[src/sprite_rom.hex]
// one sprite row per line: eight 12-bit rgb pixels, leftmost pixel first, F00 is see-through
// rows 0-7 archer, 8-15 knight, 16-23 mage, 24-31 rogue
F00F002A22A22A2F00F00F00
F002A2FCAFCA2A2F00840F00
F00F00FCAFCAF00F00F00840
F002A22A22A22A2840840840
F002A22A22A22A2F00F00840
F00F002A22A2F00F00840F00
F00F00531F00531F00F00F00
F00531531F00531531F00F00
F00F00F00C22C22F00F00F00
F00F00AABAABAABAABF00F00
F00F00AAB114AABAABF00F00
888F00AABAABAABAABF00F00
888AABAABAABAABAABAABF00
888F00AABAABAABAABF00F00
F00F00AABF00F00AABF00F00
F00444444F00F00444444F00
F00F00F0062CF00F00F00FF4
F00F0062C62C62CF00F00963
F00F00FCAFCAFCAF00F00963
F0062C62C62C62C62C62C963
F00F0062C62C62CF00F00963
F00F0062C62C62CF00F00963
F0062C62C62C62C62CF00963
62C62C62C62C62C62C62C963
F00F00333333333F00F00F00
F00333333333333333F00F00
F003330F03330F0333F00F00
F00F00333FCA333F00F00F00
F00333333333333333CCCF00
F00333333333333F00CCCF00
F00F00333F00333F00F00F00
F00222F00F00F00222F00F00

[src/design/sprite_pkg.sv]
`default_nettype none

package sprite_pkg;

    // ****************************************
    // sprite format
    // ****************************************

    // source pixels, 12 bit rgb each
    localparam int sprite_cols  = 8;
    localparam int sprite_rows  = 8;
    localparam int sprite_scale = 2;

    // half of the drawn 16x16 box, in screen pixels
    localparam int half_w = sprite_cols * sprite_scale / 2;
    localparam int half_h = sprite_rows * sprite_scale / 2;

    // pure red marks a see-through pixel
    localparam logic [11:0] transparent_rgb = 12'hF00;

    localparam string rom_file = "/design/src/sprite_rom.hex";

    // picks a block of sprite_rows rom rows
    typedef enum logic [1:0] {
        class_archer,
        class_knight,
        class_mage,
        class_rogue
    } player_class_t;

endpackage

`default_nettype wire

[src/design/vga_pkg.sv]
`default_nettype none

package vga_pkg;

    // ****************************************
    // 800x600 at 60 Hz, 40 MHz pixel clock
    // ****************************************

    // horizontal, in pixels
    localparam int h_visible = 800;
    localparam int h_front   = 40;
    localparam int h_sync    = 128;
    localparam int h_total   = 1056;

    // vertical, in lines
    localparam int v_visible = 600;
    localparam int v_front   = 1;
    localparam int v_sync    = 4;
    localparam int v_total   = 628;

    localparam int count_w = 11;

    // ****************************************
    // background
    // ****************************************
    localparam int band_width = 100;

    localparam logic [11:0] band_colour [8] = '{
        12'h226, 12'h3A4, 12'hFC2, 12'h0CF,
        12'hC3C, 12'h8F0, 12'hF80, 12'h555
    };

endpackage

`default_nettype wire
[src/design/game_display.sv]
`timescale 1ns/1ns
`default_nettype none

module game_display
    import vga_pkg::*;
    import sprite_pkg::*;
(
    input  logic               clk,
    input  logic               rst,
    input  logic               player_valid,
    input  logic [11:0]        player_x,
    input  logic [11:0]        player_y,
    input  logic               player_flip,
    input  player_class_t      player_class,
    output logic [count_w-1:0] hcount,
    output logic [count_w-1:0] vcount,
    output logic               hsync,
    output logic               vsync,
    output logic               hblnk,
    output logic               vblnk,
    output logic [11:0]        rgb
);

    // timing generator outputs
    logic [count_w-1:0] tg_hcount;
    logic [count_w-1:0] tg_vcount;
    logic               tg_hsync;
    logic               tg_vsync;
    logic               tg_hblnk;
    logic               tg_vblnk;
    logic               frame_start;

    // background stage outputs
    logic [count_w-1:0] bg_hcount;
    logic [count_w-1:0] bg_vcount;
    logic               bg_hsync;
    logic               bg_vsync;
    logic               bg_hblnk;
    logic               bg_vblnk;
    logic [11:0]        bg_rgb;

    // active player state
    logic [11:0]        draw_x;
    logic [11:0]        draw_y;
    logic               draw_flip;
    player_class_t      draw_class;
    logic               player_shown;

    vga_timing timing_i (
        .clk         (clk),
        .rst         (rst),
        .hcount      (tg_hcount),
        .vcount      (tg_vcount),
        .hsync       (tg_hsync),
        .vsync       (tg_vsync),
        .hblnk       (tg_hblnk),
        .vblnk       (tg_vblnk),
        .frame_start (frame_start)
    );

    draw_background background_i (
        .clk       (clk),
        .rst       (rst),
        .in_hcount (tg_hcount),
        .in_vcount (tg_vcount),
        .in_hsync  (tg_hsync),
        .in_vsync  (tg_vsync),
        .in_hblnk  (tg_hblnk),
        .in_vblnk  (tg_vblnk),
        .hcount    (bg_hcount),
        .vcount    (bg_vcount),
        .hsync     (bg_hsync),
        .vsync     (bg_vsync),
        .hblnk     (bg_hblnk),
        .vblnk     (bg_vblnk),
        .rgb       (bg_rgb)
    );

    player_state_buffer state_i (
        .clk          (clk),
        .rst          (rst),
        .frame_start  (frame_start),
        .player_valid (player_valid),
        .player_x     (player_x),
        .player_y     (player_y),
        .player_flip  (player_flip),
        .player_class (player_class),
        .draw_x       (draw_x),
        .draw_y       (draw_y),
        .draw_flip    (draw_flip),
        .draw_class   (draw_class),
        .player_shown (player_shown)
    );

    draw_player sprite_i (
        .clk          (clk),
        .rst          (rst),
        .in_hcount    (bg_hcount),
        .in_vcount    (bg_vcount),
        .in_hsync     (bg_hsync),
        .in_vsync     (bg_vsync),
        .in_hblnk     (bg_hblnk),
        .in_vblnk     (bg_vblnk),
        .in_rgb       (bg_rgb),
        .draw_x       (draw_x),
        .draw_y       (draw_y),
        .draw_flip    (draw_flip),
        .draw_class   (draw_class),
        .player_shown (player_shown),
        .hcount       (hcount),
        .vcount       (vcount),
        .hsync        (hsync),
        .vsync        (vsync),
        .hblnk        (hblnk),
        .vblnk        (vblnk),
        .rgb          (rgb)
    );

endmodule

`default_nettype wire

[src/design/draw_player.sv]
`timescale 1ns/1ns
`default_nettype none

module draw_player
    import vga_pkg::*;
    import sprite_pkg::*;
(
    input  logic               clk,
    input  logic               rst,
    input  logic [count_w-1:0] in_hcount,
    input  logic [count_w-1:0] in_vcount,
    input  logic               in_hsync,
    input  logic               in_vsync,
    input  logic               in_hblnk,
    input  logic               in_vblnk,
    input  logic [11:0]        in_rgb,
    input  logic [11:0]        draw_x,
    input  logic [11:0]        draw_y,
    input  logic               draw_flip,
    input  player_class_t      draw_class,
    input  logic               player_shown,
    output logic [count_w-1:0] hcount,
    output logic [count_w-1:0] vcount,
    output logic               hsync,
    output logic               vsync,
    output logic               hblnk,
    output logic               vblnk,
    output logic [11:0]        rgb
);

    // one row of eight pixels per entry, four classes stacked
    logic [sprite_cols*12-1:0] sprite_rom [0:sprite_rows*4-1];

    logic [11:0] h_pos;
    logic [11:0] v_pos;
    logic [11:0] x_lo;
    logic [11:0] y_lo;
    logic [11:0] rel_x;
    logic [11:0] rel_y;
    logic        in_box;
    logic [2:0]  src_col;
    logic [2:0]  src_row;
    logic [4:0]  rom_row;
    logic [11:0] rom_pix;
    logic [11:0] rgb_nxt;

    initial begin
        $readmemh(rom_file, sprite_rom);
    end

    // ****************************************
    // box test and rom lookup
    // ****************************************
    always_comb begin
        h_pos  = {1'b0, in_hcount};
        v_pos  = {1'b0, in_vcount};
        x_lo   = draw_x - 12'(half_w);
        y_lo   = draw_y - 12'(half_h);
        rel_x  = h_pos - x_lo;
        rel_y  = v_pos - y_lo;
        in_box = (h_pos >= x_lo) && (h_pos < draw_x + 12'(half_w)) &&
                 (v_pos >= y_lo) && (v_pos < draw_y + 12'(half_h));

        // each source pixel covers a 2x2 screen block
        src_col = 3'(rel_x / sprite_scale);
        if (draw_flip) begin
            src_col = 3'(sprite_cols - 1) - src_col;
        end
        src_row = 3'(rel_y / sprite_scale);
        rom_row = 5'(draw_class * sprite_rows + src_row);

        // leftmost pixel sits in the top bits
        rom_pix = sprite_rom[rom_row][(sprite_cols - 1 - src_col) * 12 +: 12];

        rgb_nxt = in_rgb;
        if (player_shown && !in_hblnk && !in_vblnk && in_box &&
            (rom_pix != transparent_rgb)) begin
            rgb_nxt = rom_pix;
        end
    end

    always_ff @(posedge clk or posedge rst) begin
        if (rst) begin
            hcount <= '0;
            vcount <= '0;
            hsync  <= 1'b0;
            vsync  <= 1'b0;
            hblnk  <= 1'b0;
            vblnk  <= 1'b0;
            rgb    <= 12'h000;
        end else begin
            hcount <= in_hcount;
            vcount <= in_vcount;
            hsync  <= in_hsync;
            vsync  <= in_vsync;
            hblnk  <= in_hblnk;
            vblnk  <= in_vblnk;
            rgb    <= rgb_nxt;
        end
    end

endmodule

`default_nettype wire

[src/design/player_state_buffer.sv]
`timescale 1ns/1ns
`default_nettype none

module player_state_buffer
    import sprite_pkg::*;
(
    input  logic          clk,
    input  logic          rst,
    input  logic          frame_start,
    input  logic          player_valid,
    input  logic [11:0]   player_x,
    input  logic [11:0]   player_y,
    input  logic          player_flip,
    input  player_class_t player_class,
    output logic [11:0]   draw_x,
    output logic [11:0]   draw_y,
    output logic          draw_flip,
    output player_class_t draw_class,
    output logic          player_shown
);

    logic          accept;
    logic [11:0]   pend_x;
    logic [11:0]   pend_y;
    logic          pend_flip;
    player_class_t pend_class;
    logic          pend_valid;

    // an update at the origin carries no position
    assign accept = player_valid && ((player_x != '0) || (player_y != '0));

    // ****************************************
    // pending set
    // ****************************************
    always_ff @(posedge clk) begin
        if (accept) begin
            pend_x     <= player_x;
            pend_y     <= player_y;
            pend_flip  <= player_flip;
            pend_class <= player_class;
        end
    end

    // a strobe on the frame_start cycle stays pending for the next frame
    always_ff @(posedge clk or posedge rst) begin
        if (rst) begin
            pend_valid <= 1'b0;
        end else if (accept) begin
            pend_valid <= 1'b1;
        end else if (frame_start) begin
            pend_valid <= 1'b0;
        end
    end

    // ****************************************
    // active set, swapped only between frames
    // ****************************************
    always_ff @(posedge clk or posedge rst) begin
        if (rst) begin
            draw_x       <= '0;
            draw_y       <= '0;
            draw_flip    <= 1'b0;
            draw_class   <= class_archer;
            player_shown <= 1'b0;
        end else if (frame_start && pend_valid) begin
            draw_x       <= pend_x;
            draw_y       <= pend_y;
            draw_flip    <= pend_flip;
            draw_class   <= pend_class;
            player_shown <= 1'b1;
        end
    end

endmodule

`default_nettype wire

[src/design/draw_background.sv]
`timescale 1ns/1ns
`default_nettype none

module draw_background
    import vga_pkg::*;
(
    input  logic               clk,
    input  logic               rst,
    input  logic [count_w-1:0] in_hcount,
    input  logic [count_w-1:0] in_vcount,
    input  logic               in_hsync,
    input  logic               in_vsync,
    input  logic               in_hblnk,
    input  logic               in_vblnk,
    output logic [count_w-1:0] hcount,
    output logic [count_w-1:0] vcount,
    output logic               hsync,
    output logic               vsync,
    output logic               hblnk,
    output logic               vblnk,
    output logic [11:0]        rgb
);

    logic [2:0] band_idx;

    // only meaningful in the visible area, blanking overrides it
    assign band_idx = 3'(in_hcount / band_width);

    always_ff @(posedge clk or posedge rst) begin
        if (rst) begin
            hcount <= '0;
            vcount <= '0;
            hsync  <= 1'b0;
            vsync  <= 1'b0;
            hblnk  <= 1'b0;
            vblnk  <= 1'b0;
            rgb    <= 12'h000;
        end else begin
            hcount <= in_hcount;
            vcount <= in_vcount;
            hsync  <= in_hsync;
            vsync  <= in_vsync;
            hblnk  <= in_hblnk;
            vblnk  <= in_vblnk;
            rgb    <= (in_hblnk || in_vblnk) ? 12'h000 : band_colour[band_idx];
        end
    end

endmodule

`default_nettype wire

[src/design/vga_timing.sv]
`timescale 1ns/1ns
`default_nettype none

module vga_timing
    import vga_pkg::*;
(
    input  logic               clk,
    input  logic               rst,
    output logic [count_w-1:0] hcount,
    output logic [count_w-1:0] vcount,
    output logic               hsync,
    output logic               vsync,
    output logic               hblnk,
    output logic               vblnk,
    output logic               frame_start
);

    logic [count_w-1:0] h_nxt;
    logic [count_w-1:0] v_nxt;

    // ****************************************
    // counters
    // ****************************************
    always_comb begin
        h_nxt = hcount + 1'b1;
        v_nxt = vcount;
        if (hcount == count_w'(h_total - 1)) begin
            h_nxt = '0;
            if (vcount == count_w'(v_total - 1)) begin
                v_nxt = '0;
            end else begin
                v_nxt = vcount + 1'b1;
            end
        end
    end

    // flags decoded from the next count so they line up with it
    always_ff @(posedge clk or posedge rst) begin
        if (rst) begin
            hcount      <= '0;
            vcount      <= '0;
            hsync       <= 1'b0;
            vsync       <= 1'b0;
            hblnk       <= 1'b0;
            vblnk       <= 1'b0;
            frame_start <= 1'b0;
        end else begin
            hcount      <= h_nxt;
            vcount      <= v_nxt;
            hblnk       <= (h_nxt >= h_visible);
            hsync       <= (h_nxt >= h_visible + h_front) &&
                           (h_nxt <  h_visible + h_front + h_sync);
            vblnk       <= (v_nxt >= v_visible);
            vsync       <= (v_nxt >= v_visible + v_front) &&
                           (v_nxt <  v_visible + v_front + v_sync);
            frame_start <= (h_nxt == '0) && (v_nxt == '0);
        end
    end

endmodule

`default_nettype wire

[config.mk]
export PLATFORM = sky130hd
export DESIGN_NAME = game_display
export DESIGN_NICKNAME = d
export VERILOG_FILES = /design/src/design/sprite_pkg.sv /design/src/design/vga_pkg.sv /design/src/design/game_display.sv /design/src/design/draw_player.sv /design/src/design/player_state_buffer.sv /design/src/design/draw_background.sv /design/src/design/vga_timing.sv
export SDC_FILE = /design/constraint.sdc
export NUM_CORES = 1
export LEC_CHECK = 0
export BUFFER_PORTS_ARGS = -buffer_cell sky130_fd_sc_hd__clkbuf_2
export CELL_PAD_IN_SITES_DETAIL_PLACEMENT = 1
export CELL_PAD_IN_SITES_GLOBAL_PLACEMENT = 1
export CORE_ASPECT_RATIO = 1.75
export CORE_MARGIN = 10
export CORE_UTILIZATION = 35
export DETAILED_ROUTE_END_ITERATION = 10
export PLACE_DENSITY_LB_ADDON = 0.15
export SYNTH_ARGS = -nofsm -noshare
export SYNTH_HDL_FRONTEND = slang
export SYNTH_SLANG_ARGS = --single-unit
[constraint.sdc]
create_clock -name clk -period 5.6 [get_ports clk]
set_input_delay 0.28 -clock clk [delete_from_list [all_inputs] [get_ports clk]]
set_output_delay 0.28 -clock clk [all_outputs]
set_load 0.02 [all_outputs]
==> qor.csv <==
stage,metric,value,unit
synthesis,async_reset_ff_share,100,%
detailed_routing,drcViolationCount,0,
cells_and_area,final_std_cell_area_no_fill,4810,sq um
job,cap_violations,0,
floorplan,die_width,103,microns
setup_path,critical_path_arrival,5.01,ns
setup_path,critPathSlowestCell,nor3_1,
timing,final_period_minus_worst_setup_slack,4.75,ns
detailed_routing,vias,2812,
synthesis,yosysTopAreaCell,dfrtp_1,
place,place_hpwl,6810,microns
floorplan,num_rows,52,
floorplan,io_pins,68,
setup_path,critPathTopFamily,compound AO/OA/AOI/OAI gates,
detailed_routing,drt_iter0_markers,107,
cells_and_area,n_antenna_cell,0,
clock_network,clkSlewWorstSetupHoldPaths,0.07,ns
floorplan,placeable_core_area,11600,sq um
cells_and_area,fin_nets,437,
min_path,hold_class,reg -> reg,
setup_path,critPathRequiredTime,5.86,ns
detailed_routing,avgRoutedWirePerCell,17.4,microns
floorplan,floorplan.die_area,16900,sq um
setup_path,worstPathCellList,"nor3_1, nor2_1, ha_1, o31ai_1, a32oi_1, o21a_1, maj3_2, mux2_2, o311a_1, o211a_1, or2_1, ha_1, nor2_1, a211oi_1",
timing,slew_violations,0,
setup_path,worst_path_largest_cell_delay,0.61,ns
place,placement.io_buffers,39,
synthesis,post_synth_instance_area,4190,sq um
global_routing,grt_remaining_overflow,0,
place,finalWeightedCongestion,0.832,
synthesis,synth-edff-count,0,
synthesis,synth_seq_cells,102,
timing,slew-limit-headroom,37.3,%
timing,setup_viol,0,
synthesis,ys_seq_area_share,61.0,%
setup_path,critical_path_cell_count,14,
global_routing,grt_antenna_before_repair,0,
pwr,vdd_drop_max,0.106,mV
synthesis,ys_top_cells_by_area,"dfrtp_1 (61%), nor2_1 (3.1%), xnor2_1 (2.7%), ha_1 (2.7%), xor2_1 (1.7%)",
pwr,total_leakage_power,2.29,nW
setup_path,rr_worst_depth,14,
min_path,hold_path_stages,0,
synthesis,yosys_warn_count,0,
pwr,power_density,279,nW/um^2
synthesis,yosys_most_used_dff,dfrtp_1,
global_routing,via_count_of_the_first_global_routing_pass,3007,
status,outcome,"complete, no violations",
cells_and_area,commonest_non_fill_non_tap_cell_in_the_layout,dfrtp_1,
setup_path,crit_type,reg -> reg,
synthesis,netlist_instances,360,
detailed_routing,antenna_left,0,
detailed_routing,total_wirelength_of_the_detailed_routed_design,9340,microns
floorplan,initial_core_util,35.9,%
timing,achievable-frequency,210,MHz
timing,tns,0,ns
clock_network,htree_num_levels,3,
timing,max_slew.worst_pin.slew,0.940,ns
cells_and_area,layout-area-overhead-vs-synth,14.9,%
detailed_routing,drt_pre_antenna_iters,4,
clock_network,clk_path_buf_depth,2,
clock_network,tritoncts_num_sinks,102,
global_routing,grt_max_degree,80,
setup_path,worstSetupEndpointType,flop,
floorplan,floorplan.die.height,165,microns
synthesis,synthDominantCellAreaShare,61.0,%
timing,layout_worst_path_cycle_share,84.9,%
clock_network,post_cts.resized_instances,0,
place,postPlaceCellArea,4510,sq um
synthesis,mappedNetlistNets,399,
cells_and_area,layout_common_cells,"dfrtp_1 (102), clkbuf_2 (39), nor2_1 (35), nand2_1 (18), inv_1 (14)",
clock_network,numCtsBuffers,9,
clock_network,tritoncts,built,
global_routing,grt_pass1_wl,15400,microns
cells_and_area,post_route_cells_drive_above_1_share,19.9,%
clock_network,worstSkewPairLatency,0.35,ns
global_routing,grt_use_total,11.8,%
timing,fin_worst_skew,0.00595,ns
detailed_routing,post_drt_via_cell_ratio,5.23,
timing,rsz0062_at_grt,no,
setup_path,worst-path-max-fanout,17,
clock_network,clk_root_buffer_cell,clkbuf_16,
setup_path,startpoint_class_of_the_critical_path,flop,
synthesis,postSynthAreaPerCell,11.6,sq um
synthesis,post_synth_num_cell_types,59,
timing,final-hold-violation-count,0,
setup_path,critical_path.n_buffers_inverters,0,
## path summary, 6_finish.rpt
check | startpoint | endpoint | slack (ns)
max reg2reg | timing_i.hcount[6] | background_i.rgb[7] | 0.85
max in group asynchronous | rst | sprite_i.rgb[0] | 3.95
min reg2reg | background_i.hcount[9] | sprite_i.hcount[9] | 0.35
max | timing_i.hcount[6] | background_i.rgb[7] | 0.85
min in group asynchronous | rst | background_i.vcount[0] | 0.43
min | background_i.hcount[9] | sprite_i.hcount[9] | 0.35
## routing by layer
layer  vias up  wire (microns)  track usage, %
met5         -               0               0
met4         0             260            6.64
met3        19             295            2.13
met2        41            5330            21.8
met1      1419            3450            11.9
li1       1333               -               -
## through the flow
step                worst slack [ns]  util, %  instances  power [mW]  hold slack [ns]
finish                         0.846     41.3        538        1.34            0.347
global route                   0.468     41.3        538        1.40            0.351
CTS                            0.814     41.3        538        1.36            0.347
detailed placement             0.837     38.7        521       0.766            0.246
global placement               0.922     38.7        521       0.765            0.237
floorplan                       1.84        -        360       0.761            0.331
## worst register-to-register path, stage by stage, from the launching register on
cell and delay, ns:
dfrtp_1 0.58, nor3_1 0.62, nor2_1 0.09, ha_1 0.29, o31ai_1 0.47, a32oi_1 0.31, o21a_1 0.35, maj3_2 0.36
mux2_2 0.27, o311a_1 0.32, o211a_1 0.25, or2_1 0.22, ha_1 0.30, nor2_1 0.05, a211oi_1 0.19
## flip-flops by register name, indices dropped and copies added (netlist names)
name                 flops
background_i.hblnk       1
background_i.hcount     11
background_i.hsync       1
background_i.rgb        12
background_i.vblnk       1
background_i.vcount     11
background_i.vsync       1
sprite_i.hblnk           1
sprite_i.hcount         11
sprite_i.hsync           1
sprite_i.rgb            12
sprite_i.vblnk           1
sprite_i.vcount         11
sprite_i.vsync           1
timing_i.hblnk           1
timing_i.hcount         11
timing_i.hsync           1
timing_i.vblnk           1
timing_i.vcount         11
timing_i.vsync           1
## where the power goes
group          internal (mW)  switching, mW  total, mW
combinational        0.00128         0.0135     0.0148
sequential             0.736              0      0.736
clock                  0.319          0.272      0.592
## cells in the mapped netlist, drive strengths merged (4+ instances only)
cell type / instances
o21a: 4
o31ai: 6
o211ai: 5
and3: 6
nand2b: 4
a211oi: 6
nor3: 10
a21oi: 11
nand2: 18
nor2: 35
xnor2: 13
xor2: 8
inv: 17
nand3: 12
o21ai: 11
nor4: 5
or2: 8
dfrtp: 102
or4: 4
clkbuf: 12
or3: 4
ha: 9
buf: 6
## cell type report
cell class              count  area, sq um
inverters                  17         66.3
repair buffers             45          243
clock inverters             6         52.6
multi-input cells         223         1490
fillers                  1275         6840
clock buffers              10          239
well taps                 135          169
flip-flops and latches    102         2550
## logic make-up after synthesis
logic type,count (synthesis),share of synthesized area (%)
xor gates and xnor gates,21,4.39
adders and majority gates,10,2.96
DFF,102,61.0
and+or+nand+nor,122,15.6
muxes,5,1.26
buffers and inverters,35,3.47
AOI/OAI and AO/OA,65,11.4
## what timing repair did
| item | 4_1_cts | 5_1_grt |
|---|---|---|
| buffers inserted | 0 | 0 |
| endpoints found under the hold margin | 23 | 0 |
| hold buffers | 1 | 0 |
No activity file was read; power rests on OpenSTA's default activity.
